### config.mk
export PLATFORM = sky130hd
export DESIGN_NAME = capture_buffer
export DESIGN_NICKNAME = d
export VERILOG_FILES = /design/src/source/dc2390_scope_pkg.sv /design/src/source/capture_buffer.sv
export VERILOG_INCLUDE_DIRS = /design/src /design/src/source
export SDC_FILE = /design/constraint.sdc
export NUM_CORES = 1
export LEC_CHECK = 0
export ABC_AREA = 1
export BUFFER_PORTS_ARGS = -buffer_cell sky130_fd_sc_hd__buf_2
export CAP_MARGIN = 40
export CORE_AREA = 2 2 243 245
export CTS_CLUSTER_SIZE = 40
export DETAILED_ROUTE_END_ITERATION = 10
export DIE_AREA = 0 0 245 247
export PLACE_DENSITY_LB_ADDON = 0.12
export SYNTH_ARGS = -nofsm -noshare
export SYNTH_HDL_FRONTEND = slang
export SYNTH_SLANG_ARGS = --single-unit
### constraint.sdc
create_clock -name adc_clk -period 3.8 [get_ports adc_clk]
set_input_delay 0.19 -clock adc_clk [delete_from_list [all_inputs] [get_ports adc_clk]]
set_output_delay 0.19 -clock adc_clk [all_outputs]
set_load 0.01 [all_outputs]
### src/source/dc2390_scope_settings.svh
`ifndef DC2390_SCOPE_SETTINGS_SVH
`define DC2390_SCOPE_SETTINGS_SVH

// **********************************************************************
// Datapath widths
`define DAC_W           16              // DAC word, two's complement inside
`define CAP_W           32              // Capture stream word
`define LUT_AW          8               // Table address, 256 entries
`define TICK_W          24              // Sample period counter
`define NSAMP_W         30              // Samples per capture

// **********************************************************************
// Buffer depth
`define FIFO_DEPTH      16              // Capture FIFO entries, power of two

// **********************************************************************
// Fixed levels and markers
`define DAC_POS_LEVEL   16'h4000        // Plus half scale
`define DAC_NEG_LEVEL   16'hC000        // Minus half scale
`define DAC_OFFSET_ZERO 16'h8000        // Mid-scale in offset binary
`define CAP_MARKER      32'hDEADBEEF    // Simple known capture word

// Pattern word holds two DAC-wide halves
`define PAT_HALF_W      (`CAP_W / 2)

`endif
### src/source/dc2390_scope_pkg.sv
`include "dc2390_scope_settings.svh"

package dc2390_scope_pkg;

    // **********************************************************************
    // Payload types
    typedef logic signed [`DAC_W-1:0]  dac_word_t;     // Signed DAC sample
    typedef logic        [`CAP_W-1:0]  cap_word_t;     // Capture word
    typedef logic        [`LUT_AW-1:0] lut_addr_t;     // Table address

    // **********************************************************************
    // Control encodings
    typedef enum logic [1:0]
    {
        SEL_PATTERN = 2'd0,     // Pattern half, upper for A, lower for B
        SEL_LUT     = 2'd1,     // Table output
        SEL_POS     = 2'd2,     // Positive level
        SEL_NEG     = 2'd3      // Negative level
    } dac_sel_t;

    typedef enum logic [1:0]
    {
        CAP_ADC_A      = 2'd0,  // ADC A word on its strobe
        CAP_ADC_B      = 2'd1,  // ADC B word on its strobe
        CAP_PATTERN    = 2'd2,  // Up/down counters on sample tick
        CAP_MARKER_SRC = 2'd3   // Fixed marker on sample tick
    } cap_src_t;

    typedef enum logic
    {
        LUT_SEQ     = 1'b0,     // Address from counter
        LUT_CORRECT = 1'b1      // Address from channel A word
    } lut_mode_t;

endpackage

### src/source/capture_buffer.sv
`include "dc2390_scope_settings.svh"

module capture_buffer import dc2390_scope_pkg::*;
(
    input  logic        adc_clk,
    input  logic        reset,
    input  cap_src_t    capture_src,        // Which word goes to the FIFO
    input  logic        capture_active,     // Window from trigger block
    input  cap_word_t   adc_a_data,
    input  logic        adc_a_valid,
    input  cap_word_t   adc_b_data,
    input  logic        adc_b_valid,
    input  cap_word_t   pattern_word,
    input  logic        sample_tick,
    output logic        sample_taken,       // Word stored this cycle
    output cap_word_t   cap_data,           // Stream out, show-ahead
    output logic        cap_valid,
    input  logic        cap_ready,
    output logic        overflow            // Sticky, word dropped on full
);

    localparam int PTR_W = $clog2(`FIFO_DEPTH);
    localparam int CNT_W = $clog2(`FIFO_DEPTH + 1);

    cap_word_t          fifo_mem [`FIFO_DEPTH];
    logic [PTR_W-1:0]   wr_ptr;
    logic [PTR_W-1:0]   rd_ptr;
    logic [CNT_W-1:0]   fill_cnt;           // Words held
    cap_word_t          src_data;
    logic               src_valid;
    logic               wr_req;             // Gated source strobe
    logic               wr_en;
    logic               rd_en;
    logic               fifo_full;

    // **********************************************************************
    // Source select
    always_comb
    begin
        case (capture_src)
            CAP_ADC_A:   src_data = adc_a_data;
            CAP_ADC_B:   src_data = adc_b_data;
            CAP_PATTERN: src_data = pattern_word;
            default:     src_data = `CAP_MARKER;
        endcase
        case (capture_src)
            CAP_ADC_A:   src_valid = adc_a_valid;
            CAP_ADC_B:   src_valid = adc_b_valid;
            default:     src_valid = sample_tick;   // Pattern and marker on tick
        endcase
    end

    assign wr_req       = src_valid & capture_active;     // Only inside the window
    assign fifo_full    = (fill_cnt == CNT_W'(`FIFO_DEPTH));
    assign wr_en        = wr_req & ~fifo_full;
    assign sample_taken = wr_en;                            // Dropped words do not count
    assign cap_valid    = (fill_cnt != '0);
    assign rd_en        = cap_valid & cap_ready;            // Transfer cycle
    assign cap_data     = fifo_mem[rd_ptr];                 // Head word, held until read

    // **********************************************************************
    // FIFO storage and pointers
    always_ff @(posedge adc_clk)
    begin
        if (wr_en)
            fifo_mem[wr_ptr] <= src_data;
    end

    always_ff @(posedge adc_clk or posedge reset)
    begin
        if (reset)
        begin
            wr_ptr   <= '0;
            rd_ptr   <= '0;
            fill_cnt <= '0;
            overflow <= 1'b0;
        end
        else
        begin
            if (wr_en)
                wr_ptr <= wr_ptr + 1'b1;    // Wraps at depth
            if (rd_en)
                rd_ptr <= rd_ptr + 1'b1;
            case ({wr_en, rd_en})
                2'b10:   fill_cnt <= fill_cnt + 1'b1;
                2'b01:   fill_cnt <= fill_cnt - 1'b1;
                default: fill_cnt <= fill_cnt;
            endcase
            if (wr_req && fifo_full)
                overflow <= 1'b1;           // Held until reset
        end
    end

endmodule

**Word-level counts from Yosys, hierarchy flattened**

Memory sizes are Yosys's and may differ from the RTL's.
Cells that the tools add are included.
Widths: inputs -> output; s select.

- Bits in read-only memories: 0
- Latch bits: 0
- Memory bits (writable): 512
- Bits in registers: 14
- Output and inout port bits: 35
- Memories kept: 1

- Reductions and logical operators: 4
- Bitwise operators: 4
- Eq/ne operators: 5
- $mul: 0
- Mux-type cells: 5
- Magnitude comparators: 0
- Shifts and indexed selects: 0
- Div/mod/pow operators: 0
- $add $sub $neg: 4

Memories:

| memory | words | width | read ports | clocked after Yosys merged registers in | wr ports | RTL line | RTL |
|---|---|---|---|---|---|---|---|
| fifo_mem | 16 | 32 | 1 | 0 | 1 | capture_buffer.sv:25 | `` cap_word_t fifo_mem [`FIFO_DEPTH]; `` |

Operator list:

| kind | count |
|---|---|
| $pmux 32 s3 | 1 |
| $pmux 5 s2 | 1 |
| $add 4x1->4 const B | 2 |
| $add 5x1->5 const B | 1 |
| $eq 5x5->1 const B | 1 |
| $reduce_bool 5->1 | 1 |
| $sub 5x1->5 const B | 1 |
| $eq 2x1->1 const B | 2 |
| $eq 2x2->1 const B | 2 |
| $and 1x1->1 | 3 |
| $logic_not 2->1 | 1 |
| $mux 1 | 2 |
| $pmux 1 s2 | 1 |
| $reduce_bool 2->1 | 1 |
| $logic_and 1x1->1 | 1 |
| $not 1->1 | 1 |

**Longest topological paths before layout**

- Word-level depth: 6
- Gate-level depth with buffers: 16

**Worst setup path after synthesis**

Ideal clock, no wire load.

- Path kind: input-to-reg
- Start point: input capture_src[1]
- End point: memory fifo_mem[10][0] (netlist name) (enable)
- Buffers on the path: 2
- Setup slack: 0.262 ns
- Data arrival time: 3.077 ns
- Cell stages on the path: 7
- Cell sequence: buf_4 > nor2_4 > nand2_1 > nand3_2 > nand3_4 > buf_6 > nor3_1

- Cells in the longest elaborated chain, start to end: 6
- Elaborated cells on any way between the ends: 7

Ends and longest elaborated chain:

| what | RTL line | RTL |
|---|---|---|
| start, declared | capture_buffer.sv:7 | `input cap_src_t capture_src,` |
| $eq 2x1->1 or $logic_not 2->1 (tied branches) | capture_buffer.sv:46 | `case (capture_src)` |
| $pmux 1 s2 * | capture_buffer.sv:46 |  |
| $and 1x1->1 * | capture_buffer.sv:53 | `assign wr_req = src_valid & capture_active;` |
| $and 1x1->1 * | capture_buffer.sv:55 | `assign wr_en = wr_req & ~fifo_full;` |
| $mux 1 * | capture_buffer.sv:65 | `if (wr_en)` |
| $mux 1 (not written as such) * | capture_buffer.sv:66 | `fifo_mem[wr_ptr] <= src_data;` |
| end, declared | capture_buffer.sv:25 |  |

Every way passes the cells marked *; elsewhere a longest branch is shown, timed or not.

**Worst setup path after layout**

- Start point: register rd_ptr[0]
- End point: output cap_data[30]

- Cells in the longest elaborated chain, start to end: 1

Ends and longest elaborated chain:

| what | RTL line | RTL |
|---|---|---|
| start, declared | capture_buffer.sv:27 | `logic [PTR_W-1:0] rd_ptr;` |
| start signal, assigned | capture_buffer.sv:83 | `rd_ptr <= rd_ptr + 1'b1;` |
| $mem_v2 16x32 | -- |  |
| end, declared | capture_buffer.sv:16 | `output cap_word_t cap_data,` |

Every way passes these cells.

==> run metrics <==
status=finished, final reports clean; Final period util=87.04%; hpwl dp=33,880 um; first-pass GRT wire length=96,960 um; synth warn=0; row cnt=89; WHS Endpoint=wr_ptr[0]; total negative slack=0 ns; Rel. slew slack=40.97%; CP peak stage delay=0.70 ns; die height=247 um; LEAKAGE=11.58 nW; Yosys cell types=25; DR pass1 iterations=5; Hold Path Stages=5; die area=60,520 um2; final setup margin=0.4923 ns; initial DRC count=1,341; register area share after synthesis=67.07%; Required @ worst endpoint=3.61 ns; final worst clock skew=0.02852 ns; fillers=5,414; Worst-Skew Late Latency=0.63 ns; post-synthesis average cell area=10.06 um2; Worst R2R Setup Slack=1.27 ns; cts repair resizes=0; DRT Wirelength=64,950 um; count of final setup violators=0; GRT Overall Usage=21.76%; reg2reg path depth=12; cell mode on critical path=nand2_1; worst path arrival time=3.12 ns; Longest Clk Path Bufs=3; Area growth, synth to finish=14.71%; HP Class=input port to register; fin. max-slew vios=0; crit path time final=3.308 ns; Reg clk slew, reported paths=0.06 ns; max_cap viols=0; post-synth net total=2,446; crit start category=register; Via density=4.902; Pwr Density=691.0 nW/um2; RePlAce Congestion=0.7697; Cell Chain, Critical Path=buf_4 > buf_4 > nand2_1 > nand2_1 > nand2_1 > nand3_1 > nand3_1 > nand2_1 > buf_2; Syn Inst Count=2,331; min-delay src=sample_tick; Port Buffer Count=139; antenna violations before repair=1; CTS Buf Count=56; number of synthesized flops with an enable pin=512; most frequent cells in the layout=nand2_1 (773), edfxtp_1 (512), nand3_1 (423); largest delay contributor family on the critical path=buffers and inverters; RR Startpoint=fill_cnt[0]; Root Driver=clkbuf_16; Clock Sinks=526; Syn Std Cell Area=23,450 um2; crit-path max FO=66; chip width=245 um; fmax=0.3023 GHz; CP Buf/Inv Count=3; Least-Margin Pin Slew=0.8854 ns; Crit Reg-Reg Endpoint=fill_cnt[4]; nature of the critical path endpoint=primary output; vias in the first global route=15,520; Crit Path Class=register to primary output; routed len/inst=19.84 um; post-route ant nets=0; Post-CTS Setup Inserts=0; nets=2,573; Core Region=58,240 um2; cts hold-fix bufs=4; Overflow after GRT=0; Critical Path Slowest Stage Cell=buf_4; CTS tree=yes; htree depth=2; maximum vdd drop=0.0005204 V; ys flop type=edfxtp_1; Starting Density=40.26%; fraction of registers with async set/reset=2.662%; commonest non-fill, non-tap cell in the layout=nand2_1; dpl ws=0.9854 ns; I/O pin count=140; routed vias=16,050; ANT cells=0; final hold vios=0; Yosys reg bits=526; setup repair after global routing missed its margin=false; largest net degree at the start of global routing=149; DRC errors left=0; layout cells sized above 1=11.68%
[per-layer routing]
metal | routed length, um | track usage [%]
met5 | 0 | 0
met4 | 1412 | 5.811
met3 | 3351 | 3.082
met2 | 31020 | 36.70
met1 | 29170 | 29.51
[synth_stat cells, drive strengths merged (3+ instances only)]
cell type | number | area [um2]
inv | 408 | 1531
a21oi | 4 | 20.02
buf | 97 | 549.3
dfrtp | 14 | 350.3
nand4 | 3 | 18.77
xor2 | 4 | 35.03
edfxtp | 512 | 15370
nor3 | 16 | 80.08
o21ai | 31 | 155.2
ha | 9 | 112.6
xnor2 | 3 | 26.28
nor2 | 6 | 30.03
nand2 | 773 | 2902
clkbuf | 23 | 86.33
nand3 | 425 | 2145
[kinds of logic (layout without fill, tap and decap cells)]
logic type | count (synthesis) | after routing | synth area share [%]
xor gates and xnor gates | 7 | 7 | 0.2615
DFF | 526 | 526 | 67.07
adders and majority gates | 10 | 10 | 0.5656
and+or+nand+nor | 1223 | 1223 | 22.07
buffers and inverters | 529 | 699 | 9.258
AOI/OAI and AO/OA | 36 | 36 | 0.7791
[where the power goes]
group / internal (mW) / leakage [nW] / switching, mW
Combinational: 1.84 / 5.91 / 4.27
Sequential: 6.72 / 4.78 / 0.246
Clock: 3.23 / 0.889 / 2.28
[cell type report]
cell class | count | area (um2) | share of cell area, %
clock buffers | 71 | 1478 | 5.494
clock inverters | 30 | 360.3 | 1.340
inverters | 409 | 1545 | 5.745
multi-input cells | 1276 | 5632 | 20.94
flip-flops and latches | 526 | 15740 | 58.51
well taps | 773 | 967.2 | 3.596
repair buffers | 189 | 1176 | 4.373
[worst reg2reg max path, delay by kind of cell (launching register included)]
family	cells	cell delay, ns
buffers and inverters	2	0.19
flip-flops	1	0.41
adder cells (fa/ha/maj)	2	0.72
AND/OR/NAND/NOR	8	1.10
[worst max path at each step]
stage | cells past startpoint | slack (ns) | start | end
3_3_place_gp | 13 | 0.78 | capture_src[1] | fill_cnt[4]
2_1_floorplan | 7 | 0.26 | capture_src[1] | fifo_mem[10][0]
4_1_cts | 8 | 0.48 | rd_ptr[0] | cap_data[20]
3_5_place_dp | 14 | 0.99 | capture_src[1] | fill_cnt[4]
6_report | 9 | 0.49 | rd_ptr[0] | cap_data[30]
5_1_grt | 8 | 0.27 | rd_ptr[0] | cap_data[20]
[through the flow]
stage	instances	instance area [um2]	utilization (%)	power [mW]	hold slack, ns
6_report	3274	26900	46.18	18.58	0.02242
5_1_grt	3274	26900	46.18	19.68	0.05984
4_1_cts	3274	26900	46.18	18.77	0.01552
3_5_place_dp	3169	25020	42.96	13.25	0.2899
3_3_place_gp	3167	24970	42.87	13.16	0.2714
2_1_floorplan	2331	23450	-	11.10	0.07922
[flip-flops by register name (all words and copies together) (netlist names)]
register,flops
rd_ptr,4
fill_cnt,5
wr_ptr,4
overflow,1
fifo_mem,512
No activity file was read; power rests on OpenSTA's default activity.
