**config.mk**
```make
export PLATFORM = sky130hd
export DESIGN_NAME = dac_output
export DESIGN_NICKNAME = d
export VERILOG_FILES = /design/src/source/dc2390_scope_pkg.sv /design/src/source/dac_output.sv
export VERILOG_INCLUDE_DIRS = /design/src /design/src/source
export SDC_FILE = /design/constraint.sdc
export NUM_CORES = 1
export LEC_CHECK = 0
export BUFFER_PORTS_ARGS = -buffer_cell sky130_fd_sc_hd__clkbuf_2
export CAP_MARGIN = 20
export CORE_AREA = 2 2 79 81
export DETAILED_ROUTE_END_ITERATION = 8
export DIE_AREA = 0 0 81 83
export MAX_ROUTING_LAYER = met4
export PLACE_DENSITY = 0.63
export RECOVER_POWER = 25
export SETUP_SLACK_MARGIN = 0.2
export SLEW_MARGIN = 0
export SYNTH_ARGS = -nofsm -noshare
export SYNTH_HDL_FRONTEND = slang
export SYNTH_SLANG_ARGS = --single-unit
```
**constraint.sdc**
```tcl
create_clock -name adc_clk -period 5.74 [get_ports adc_clk]
set_input_delay 1.148 -clock adc_clk [delete_from_list [all_inputs] [get_ports adc_clk]]
set_output_delay 1.148 -clock adc_clk [all_outputs]
set_load 0.02 [all_outputs]
```
**src/source/dc2390_scope_settings.svh**
```systemverilog
`ifndef DC2390_SCOPE_SETTINGS_SVH
`define DC2390_SCOPE_SETTINGS_SVH

// **********************************************************************
// Datapath widths
`define DAC_W           16              // DAC word, two's complement inside
`define CAP_W           32              // Capture stream word
`define LUT_AW          8               // Table address, 256 entries
`define TICK_W          24              // Sample period counter
`define NSAMP_W         30              // Samples per capture

// **********************************************************************
// Buffer depth
`define FIFO_DEPTH      16              // Capture FIFO entries, power of two

// **********************************************************************
// Fixed levels and markers
`define DAC_POS_LEVEL   16'h4000        // Plus half scale
`define DAC_NEG_LEVEL   16'hC000        // Minus half scale
`define DAC_OFFSET_ZERO 16'h8000        // Mid-scale in offset binary
`define CAP_MARKER      32'hDEADBEEF    // Simple known capture word

// Pattern word holds two DAC-wide halves
`define PAT_HALF_W      (`CAP_W / 2)

`endif
```
**src/source/dc2390_scope_pkg.sv**
```systemverilog
`include "dc2390_scope_settings.svh"

package dc2390_scope_pkg;

    // **********************************************************************
    // Payload types
    typedef logic signed [`DAC_W-1:0]  dac_word_t;     // Signed DAC sample
    typedef logic        [`CAP_W-1:0]  cap_word_t;     // Capture word
    typedef logic        [`LUT_AW-1:0] lut_addr_t;     // Table address

    // **********************************************************************
    // Control encodings
    typedef enum logic [1:0]
    {
        SEL_PATTERN = 2'd0,     // Pattern half, upper for A, lower for B
        SEL_LUT     = 2'd1,     // Table output
        SEL_POS     = 2'd2,     // Positive level
        SEL_NEG     = 2'd3      // Negative level
    } dac_sel_t;

    typedef enum logic [1:0]
    {
        CAP_ADC_A      = 2'd0,  // ADC A word on its strobe
        CAP_ADC_B      = 2'd1,  // ADC B word on its strobe
        CAP_PATTERN    = 2'd2,  // Up/down counters on sample tick
        CAP_MARKER_SRC = 2'd3   // Fixed marker on sample tick
    } cap_src_t;

    typedef enum logic
    {
        LUT_SEQ     = 1'b0,     // Address from counter
        LUT_CORRECT = 1'b1      // Address from channel A word
    } lut_mode_t;

endpackage

```
**src/source/dac_output.sv**
```systemverilog
`include "dc2390_scope_settings.svh"

module dac_output import dc2390_scope_pkg::*;
(
    input  logic                adc_clk,
    input  logic                reset,
    input  dac_sel_t            dac_a_select,
    input  dac_sel_t            dac_b_select,
    input  cap_word_t           pattern_word,   // {up, down} test counters
    input  dac_word_t           lut_data,
    output dac_word_t           dac_a_signed,   // Selector output, also to table
    output logic [`DAC_W-1:0]   dac_a,          // Offset binary to converter
    output logic [`DAC_W-1:0]   dac_b
);

    dac_word_t dac_b_signed;

    // Four-way source pick shared by both channels
    function automatic dac_word_t pick_source(input dac_sel_t sel, input dac_word_t pat,
                                              input dac_word_t lut);
        dac_word_t res;
        case (sel)
            SEL_PATTERN: res = pat;
            SEL_LUT:     res = lut;
            SEL_POS:     res = `DAC_POS_LEVEL;
            default:     res = `DAC_NEG_LEVEL;
        endcase
        return res;
    endfunction

    // **********************************************************************
    // Selector registers, then two's complement to offset binary
    always_ff @(posedge adc_clk or posedge reset)
    begin
        if (reset)
        begin
            dac_a_signed <= '0;
            dac_b_signed <= '0;
            dac_a        <= `DAC_OFFSET_ZERO;       // Mid-scale out of reset
            dac_b        <= `DAC_OFFSET_ZERO;
        end
        else
        begin
            dac_a_signed <= pick_source(dac_a_select, pattern_word[`CAP_W-1 -: `DAC_W], lut_data);
            dac_b_signed <= pick_source(dac_b_select, pattern_word[`DAC_W-1:0], lut_data);
            dac_a        <= {~dac_a_signed[`DAC_W-1], dac_a_signed[`DAC_W-2:0]};  // Flip sign
            dac_b        <= {~dac_b_signed[`DAC_W-1], dac_b_signed[`DAC_W-2:0]};
        end
    end

endmodule

```
After elaboration in Yosys (flattened, before gate mapping)
Cells that the tools add are included.
Cells by class
  equality and inequality tests: 4
  mux-type cells: 2
  bitwise operators: 2
  reduce and logical (&&, ||, !) cells: 2
Operators by type and width (count)
  16-bit case mux with 3 select lines: 2
  2-bit by 1-bit == test with 1-bit output (second input constant): 2
  2-bit == test (second input constant): 2
  2-bit zero test: 2
  1-bit inverter: 2
Word-level totals
  flip-flop bits (word level): 64
  output and inout port bits: 48

Logic depth before layout (Yosys ltp)
Gate-level depths: netlist (run 1).
  word-level depth: 2
  mapped depth: 4
  gate-level depth less buffers: 2

Worst setup path before layout (run 1)
Ideal clock, no wire load.
  kind: input-to-reg
  start: in dac_a_select[0]
  end: reg dac_a_signed[14]
  arrival time: 1648 ps
  path slack: 3968 ps
  stages on the path: 3
  path buffers: 2
  cell sequence: buf_6 buf_12 a211o_1
On the way
  word-level cells in the longest chain between the ends: 2
  elaborated cells between the ends (all ways): 4
Ends and longest elaborated chain
  start: declaration: RTL line dac_output.sv:7  | input dac_sel_t dac_a_select,
  2-bit == test (tied with other cells): RTL line dac_output.sv:22  | case (sel)
  16-bit case mux with 3 select lines (*): RTL line dac_output.sv:22
  end signal: assignment: RTL line dac_output.sv:44  | dac_a_signed <= pick_source(dac_a_select, pattern_word[`CAP_W-1 -: `DAC_W], lut_data);
  end: declaration: RTL line dac_output.sv:11  | output dac_word_t dac_a_signed,
Mark *: on every way between the ends. The rest lies on a longest branch, timed or not.

Worst setup path after layout (run 1)
  start: reg dac_b[15]
  end: out dac_b[15]
RTL lines
  start: declaration: RTL line dac_output.sv:13  | output logic [`DAC_W-1:0] dac_b
  start signal: assignment: RTL line dac_output.sv:40  | dac_b <= `DAC_OFFSET_ZERO;
  start signal: assignment: RTL line dac_output.sv:47  | dac_b <= {~dac_b_signed[`DAC_W-1], dac_b_signed[`DAC_W-2:0]};
No word-level cell between the ends.

==> results of run 1 <==
==> layout make-up <==
| class | count | area [um^2] | share of cell area, % |
|---|---|---|---|
| tap | 75 | 93.8 | 3.32 |
| sequential | 64 | 1600 | 56.7 |
| multi-input combinational | 66 | 448 | 15.8 |
| clock buffer | 12 | 155 | 5.48 |
| inverter | 3 | 11.3 | 0.398 |
| timing repair buffer | 102 | 513 | 18.1 |
| clock inverter | 1 | 5.00 | 0.177 |
==> how the worst min path moves through the flow <==
stage	start	end	slack [ns]	depth (start not counted)
detailed placement	dac_b_signed[10]$_DFF_PP0_	dac_b[10]$_DFF_PP0_	0.34	0
finish	dac_b_signed[7]$_DFF_PP0_	dac_b[7]$_DFF_PP0_	0.35	0
floorplan	dac_b_signed[0]$_DFF_PP0_	dac_b[0]$_DFF_PP0_	0.33	0
CTS	dac_b_signed[12]$_DFF_PP0_	dac_b[12]$_DFF_PP0_	0.35	0
global placement	dac_b_signed[2]$_DFF_PP0_	dac_b[2]$_DFF_PP0_	0.33	0
global route	dac_b_signed[0]$_DFF_PP0_	dac_b[0]$_DFF_PP0_	0.36	0
==> cells by family (layout without fill, tap and decap cells) <==
logic type | count (synthesis) | after routing | share of synthesized area [%]
muxes | 28 | 28 | 13.1
buffers and inverters | 11 | 118 | 4.37
AOI/OAI and AO/OA | 6 | 6 | 1.75
and+or+nand+nor | 32 | 32 | 6.06
DFF | 64 | 64 | 74.8
==> per-layer routing <==
metal,vias up,routed length (um),part of all wire (%)
met1,679,1840,41
met4,0,101,2.3
li1,662,-,-
met5,-,0,0
met2,65,2190,49
met3,9,335,7.5
==> cell usage in the layout, fill, tap and decap left out, drive strengths merged <==
master	Yosys	layout
mux2i	28	28
buf	8	1
dfrtp	62	62
dfstp	2	2
nand2b	2	2
o21ai	4	4
nor2b	2	2
a211o	2	2
clkbuf	0	113
clkinv	0	1
inv	3	3
nor2	28	28
==> where the power goes <==
part	internal [mW]	switching [mW]
clock network	0.172	0.147
logic	0.0412	0.0696
registers	0.481	0.00962
total	0.695	0.226
==> state kept, by name (all words and copies together) (netlist names) <==
name	count
dac_a_signed	16
dac_b_signed	16
dac_a	16
dac_b	16
==> through the flow <==
step | hold WS, ns | area, um^2 | utilization (%) | worst slack (ns)
after floorplan | 0.331 | 2150 | - | 3.00
after global placement | 0.332 | 2670 | 45.9 | 3.65
after detailed placement | 0.336 | 2670 | 45.9 | 3.63
after CTS | 0.348 | 2830 | 48.7 | 3.58
after global routing | 0.355 | 2830 | 48.7 | 3.50
final | 0.347 | 2830 | 48.7 | 3.60
==> results_dict.tcl, run 1 <==
set metrics [dict create \
    status "finished clean" \
    ys_warn_count 0 \
    cts-root-buf "clkbuf_8" \
    setup_viol 0 \
    async_reset_ff_share_pct 100 \
    dieArea_um2 6720 \
    chipWidth_um 81 \
    cts_inserted_buffers 9 \
    start_kind "flip-flop" \
    synth_common_cells "dfrtp_1 (62), mux2i_1 (28), nor2_1 (28)" \
    cts_resized 0 \
    antenna_left 0 \
    synth_area_leaders "dfrtp_1 (72%), mux2i_1 (13%), nor2_1 (4.9%)" \
    cp_slowest_cell "dfstp_2" \
    fmaxAchievable_mhz 468 \
    finalSetupTns_ns 0 \
    fillers 563 \
    tightest_slew_ns 0.817 \
    fin_crit_ns 2.14 \
    p_per_area_nw_per_um2 325 \
    initial_core_util_pct 36.9 \
    drv_slew 0 \
    netlist.area_leader.share_pct 72.3 \
    route.detailed.drc 0 \
    endpoint "dac_b[15]" \
    nets 300 \
    cts_tree "done" \
    drt_iter0_drc 37 \
    top_usage_layer "met2" \
    critPathArrivalTime_ns 0.99 \
    grt_pass1_vias 1432 \
    p_total_uw 921 \
    seq_area_frac_synth_pct 74.8 \
    r2r-start "dac_a_signed[14]$_DFF_PP0_" \
    fin_skew_ns 0.00518 \
    track_usage_pct 14.5 \
    drt-wirelength-per-cell_um 13.8 \
    r2r_slack_ns 5.24 \
    synth_cells 141 \
    crit_chain "clkbuf_2" \
    clkTransAtPathRegs_ns 0.06 \
    crit_path_end_kind "output port" \
    drive_above_1_share_pct 46.8 \
    io_pins 102 \
    h-tree-depth 3 \
    maxCapViolations 0 \
    place_congestion 0.760 \
    yosys_register_bits 64 \
    rsz0062_at_grt "no" \
    route.vias.total 1415 \
    grtUsageMet3_pct 4.35 \
    clkSinkCount 64 \
    crit_family "flip-flops" \
    synth_edf_count 0 \
    stdcell_count 323 \
    hold_violations 0 \
    core-area_um2 5820 \
    synth_nets 195 \
    finalCritPeriodShare_pct 37.2 \
    clockBufferDepth 2 \
    portBuffers 101 \
    worstSkewPairLatency_ns 0.32 \
    routed_wl_um 4470 \
    yosysMostFrequentCell "dfrtp_1" \
    path_depth 1 \
    dp_cells 310 \
    worst-path-max-fanout 1 \
    vias_per_cell 4.38 \
    critical_path_class "flip-flop to output port" \
    place_hpwl_um 3320 \
    max_stage_delay_ns 0.51 \
    synth_area_um2 2150 \
    leakage_nw 1.58 \
    drt_pass1_iterations 4 \
    num_rows 28 \
    grt_use_met1_pct 17.5 \
    grt_overflow 0 \
    cts_hold_buf 0 \
    synth_flop_cell "dfrtp_1" \
    crit_buf_inv 1 \
    grt_max_degree 43 \
    area_growth_pct 31.9 \
    grt_antenna_before_repair 0 \
    required_ns 4.59 \
    cts_setup_buffers 0 \
    antenna_cells 0 \
    hold_class "flip-flop to flip-flop" \
    die_y_um 83 \
    ys_types 12 \
    grt_util_met2_pct 21.9 \
    max_slew_margin_pct 45.5 \
    rr_worst_depth 0 \
    yosys.area.top_type "dfrtp_1" \
    syn_avg_cell_area_um2 15.2 \
    vdd_drop_max_uv 122 \
    rr_endpoint "dac_a[14]$_DFF_PP0_" \
    grt_pass1_wl_um 6990 \
    startpoint "dac_b[15]$_DFF_PP1_" \
]
Note: power is estimated with default switching activity, not from simulation.
==> inputs of run 2 (changes only) <==
- PLACE_DENSITY: 0.63 -> 0.65
- clock period: 5.74 -> 1.81 ns (I/O delays scaled with it)
==> results_dict.tcl, run 2 (synthesis gave the netlist of run 1 again) <==
set metrics [dict create \
    status "finished clean" \
    num_rows 28 \
    finalCritPeriodShare_pct 75.0 \
    nets 301 \
    vdd_drop_max_uv 369 \
    place_congestion 0.792 \
    tightest_slew_ns 0.939 \
    grt_pass1_vias 1396 \
    route.detailed.drc 0 \
    critPathArrivalTime_ns 0.99 \
    portBuffers 101 \
    fin_ws_ns 0.453 \
    setup_viol 0 \
    power.internal_mw 2.37 \
    antenna_cells 0 \
    grt_antenna_before_repair 0 \
    placed_area_um2 2710 \
    cp_slowest_cell "dfstp_2" \
    grt_max_degree 25 \
    fin_skew_ns 0.00366 \
    crit_path_end_kind "output port" \
    drt_pass1_iterations 3 \
    most-common-layout-cells "clkbuf_2 (101), dfrtp_1 (62), mux2i_1 (28), nor2_1 (28), clkbuf_8 (11)" \
    routed_wl_um 4560 \
    clockPowerShare_pct 38.6 \
    swShare_pct 24.0 \
    drt_iter0_drc 37 \
    required_ns 1.45 \
    drv_slew 0 \
    path_depth 1 \
    critical_path_class "flip-flop to output port" \
    fmaxAchievable_mhz 737 \
    combPwrFrac_pct 11.6 \
    start_kind "flip-flop" \
    p_switching_uw 749 \
    p_per_area_nw_per_um2 1070 \
    postLayoutCellArea_um2 2900 \
    core-area_um2 5820 \
    cts_setup_buffers 0 \
    die_y_um 83 \
    fin_crit_ns 1.36 \
    cts_hold_buf 0 \
    initial_core_util_pct 36.9 \
    cts_inserted_buffers 9 \
    antenna_left 0 \
    chipWidth_um 81 \
    final_common_cell "clkbuf_2" \
    crit_buf_inv 1 \
    drt-wirelength-per-cell_um 13.9 \
    clkTransAtPathRegs_ns 0.07 \
    clkSinkCount 64 \
    whs_ns 0.174 \
    hold_class "input pin to async pin" \
    dieArea_um2 6720 \
    io_pins 102 \
    cts_tree "done" \
    cts_resized 0 \
    grt_overflow 0 \
    route.vias.total 1409 \
    drive_above_1_share_pct 47.6 \
    clockBufferDepth 2 \
    max_stage_delay_ns 0.51 \
    grt_pass1_wl_um 7140 \
    worstSkewPairLatency_ns 0.33 \
    track_usage_pct 15.2 \
    p_total_mw 3.12 \
    worst-path-max-fanout 1 \
    finalSetupTns_ns 0 \
    crit_family "flip-flops" \
    rr_worst_depth 0 \
    vias_per_cell 4.31 \
    place_ws_ns 0.474 \
    h-tree-depth 3 \
    area_growth_pct 35.3 \
    leakage_nw 1.61 \
    hold_violations 0 \
    cts-root-buf "clkbuf_8" \
    rsz0062_at_grt "no" \
    crit_chain "clkbuf_2" \
    pwr-share-seq_pct 49.8 \
    maxCapViolations 0 \
    max_slew_margin_pct 37.0 \
]
run 2: cell count changes in the layout (fill, tap and decap cells not counted), sizes merged:
cell      before  now
clkinvlp       0    1
clkinv         1    2
buf            1    2
clkbuf       113  114
bufinv         0    1
inv            3    2
run 2: area by class of cell:
class | count | area, um^2
repair buffers | 103 | 546
inverters | 3 | 12.5
multi-input cells | 66 | 448
flip-flops and latches | 64 | 1600
well taps | 75 | 93.8
clock inverters | 3 | 40.0
fillers | 559 | 2910
clock buffers | 13 | 159
run 2: through the flow:
stage / std cells / util, %
detailed placement: 311 / 46.5
global route: 327 / 49.9
global placement: 311 / 46.5
CTS: 327 / 50.0
finish: 327 / 49.9
floorplan: 141 / -
run 2: final timing paths:
| kind | from | endpoint | slack [ns] |
|---|---|---|---|
| worst max-delay path | dac_a[15]$_DFF_PP1_ | dac_a[15] | 0.45 |
| worst min-delay path | reset | dac_a[1]$_DFF_PP0_ | 0.17 |
| worst max register to register | dac_a_signed[5]$_DFF_PP0_ | dac_a[5]$_DFF_PP0_ | 1.31 |
| worst min register to register | dac_b_signed[8]$_DFF_PP0_ | dac_b[8]$_DFF_PP0_ | 0.35 |
| max in group asynchronous | reset | dac_a_signed[7]$_DFF_PP0_ | 1.06 |
| min in group adc_clk | pattern_word[31] | dac_a_signed[15]$_DFF_PP0_ | 0.26 |
run 2: layer usage:
| layer | up-vias | track usage [%] | part of all wire (%) |
|---|---|---|---|
| met5 | - | - | 0 |
| met4 | 0 | 9.40 | 2.8 |
| met3 | 10 | 4.35 | 7.8 |
| met2 | 66 | 22.7 | 49 |
| met1 | 667 | 17.9 | 41 |
| li1 | 666 | - | - |
run 2: power groups by stage:
stage	Sequential, mW	Clock [mW]	Combinational, mW
after floorplan	1.67	0	0.122
after global placement	1.58	0	0.367
after detailed placement	1.58	0	0.369
after CTS	1.56	1.25	0.370
after global routing	1.56	1.32	0.397
final	1.55	1.20	0.361
==> inputs of run 3 (changes only) <==
- clock period: 1.81 -> 1.1 ns (I/O delays scaled with it)
==> results_dict.tcl, run 3 (synthesis gave the netlist of run 1 again) <==
set metrics [dict create \
    status "finished, violations left" \
    violations "negative setup slack" \
    placed_area_um2 2750 \
    critPathArrivalTime_ns 0.98 \
    leakage_nw 1.76 \
    die_y_um 83 \
    fin_skew_ns 0.00735 \
    crit_chain "buf_8" \
    critical_path_class "flip-flop to output port" \
    drt_iter0_drc 42 \
    drt_pass1_iterations 3 \
    grt_pass1_wl_um 7290 \
    grt_use_met1_pct 17.1 \
    setup_viol 3 \
    rsz0062_at_grt "yes" \
    drt-wirelength-per-cell_um 14.1 \
    chipWidth_um 81 \
    postLayoutCellArea_um2 3360 \
    track_usage_pct 15.1 \
    grt_overflow 0 \
    io_pins 102 \
    r2r-start "dac_a_signed[7]$_DFF_PP0_" \
    area_growth_pct 56.6 \
    drive_above_1_share_pct 49.6 \
    grtUsageMet3_pct 3.80 \
    h-tree-depth 3 \
    cts-root-buf "clkbuf_8" \
    cts_tree "done" \
    route.vias.total 1502 \
    initial_core_util_pct 36.9 \
    p_total_mw 5.19 \
    p_per_area_nw_per_um2 1540 \
    final_util_pct 57.8 \
    final_common_cell "dfrtp_1" \
    most-common-layout-cells "dfrtp_1 (62), clkbuf_2 (52), clkbuf_8 (39)" \
    start_kind "flip-flop" \
    num_rows 28 \
    dieArea_um2 6720 \
    clkSinkCount 64 \
    startpoint "dac_a[15]$_DFF_PP1_" \
    hold_violations 0 \
    required_ns 0.88 \
    place_hpwl_um 3210 \
    max_stage_delay_ns 0.54 \
    stdcell_count 339 \
    clockBufferDepth 2 \
    worstSkewPairLatency_ns 0.33 \
    crit_path_end_kind "output port" \
    antenna_left 0 \
    top_usage_layer "met2" \
    cts_inserted_buffers 9 \
    max_slew_margin_pct 59.7 \
    crit_buf_inv 1 \
    place_congestion 0.788 \
    fin_crit_ns 1.20 \
    nets 313 \
    cp_slowest_cell "dfstp_2" \
    worst-path-max-fanout 1 \
    finalCritPeriodShare_pct 109 \
    grt_max_degree 65 \
    drv_slew 0 \
    fin_ws_ns -0.100 \
    vias_per_cell 4.43 \
    clkTransAtPathRegs_ns 0.08 \
    maxCapViolations 0 \
    crit_family "flip-flops" \
    portBuffers 101 \
    tightest_slew_ns 0.604 \
    antenna_cells 0 \
    hold_class "input pin to flip-flop" \
    dp_cells 315 \
    vdd_drop_max_uv 718 \
    grt_antenna_before_repair 0 \
    fillers 484 \
    fmaxAchievable_mhz 833 \
    route.detailed.drc 0 \
    grt_pass1_vias 1541 \
    routed_wl_um 4790 \
    finalSetupTns_ns -0.197 \
    grt_util_met2_pct 23.6 \
    hp-start "pattern_word[31]" \
    core-area_um2 5820 \
]
==> run 3: cell count changes in the layout (fill, tap and decap cells not counted) <==
cell	before	now
clkbuf_8	11	39
inv_6	0	1
buf_6	0	16
dlygate4sd3_1	0	1
clkinv_2	2	1
buf_8	0	3
buf_4	0	10
clkinvlp_4	0	5
clkinvlp_2	1	0
clkbuf_2	101	52
bufinv_16	1	0
==> run 3: worst paths after layout <==
kind,to,slack (ns),cells past startpoint
setup / recovery,dac_a[15],-0.10,1
hold / removal,dac_a_signed[15]$_DFF_PP0_,0.12,3
setup reg to reg,dac_a[7]$_DFF_PP0_,0.35,2
hold reg to reg,dac_b[1]$_DFF_PP0_,0.34,0
max in group asynchronous,dac_a[15]$_DFF_PP1_,0.25,4
min in group asynchronous,dac_b[4]$_DFF_PP0_,0.53,4
==> run 3: through the flow <==
| stage | hold WS [ns] | setup slack, ns |
|---|---|---|
| after floorplan | 0.331 | 0.196 |
| after global placement | 0.322 | 0.140 |
| after detailed placement | 0.325 | 0.134 |
| after CTS | 0.102 | -0.131 |
| after global routing | 0.116 | -0.137 |
| final | 0.120 | -0.100 |
==> run 3: power breakdown <==
group / switching, mW / leakage [nW] / internal (mW)
combinational: 0.382 / 0.868 / 0.419
clock: 0.927 / 0.0809 / 0.881
sequential: 0.0702 / 0.808 / 2.51
total: 1.38 / 1.76 / 3.81
==> run 3: per-layer routing <==
layer	share of wire [%]	wire [um]
met1	39	1870
met2	52	2480
met3	6.8	325
met4	2.4	116
met5	0	0
==> run 3: final cells by class <==
class / instances / area [um^2] / share of cell area [%]
inverters: 3 / 15.0 / 0.447
multi-input cells: 66 / 448 / 13.3
flip-flops and latches: 64 / 1600 / 47.7
repair buffers: 115 / 1020 / 30.3
clock inverters: 6 / 43.8 / 1.30
clock buffers: 10 / 138 / 4.10
well taps: 75 / 93.8 / 2.79
==> run 3: what timing repair did <==
item	CTS	global route
setup buffers	5	2
gates cloned	0	0
hold buffers	1	0
endpoints found under the setup margin	48	48
hold endpoints to repair	62	0
resized for setup	63	51
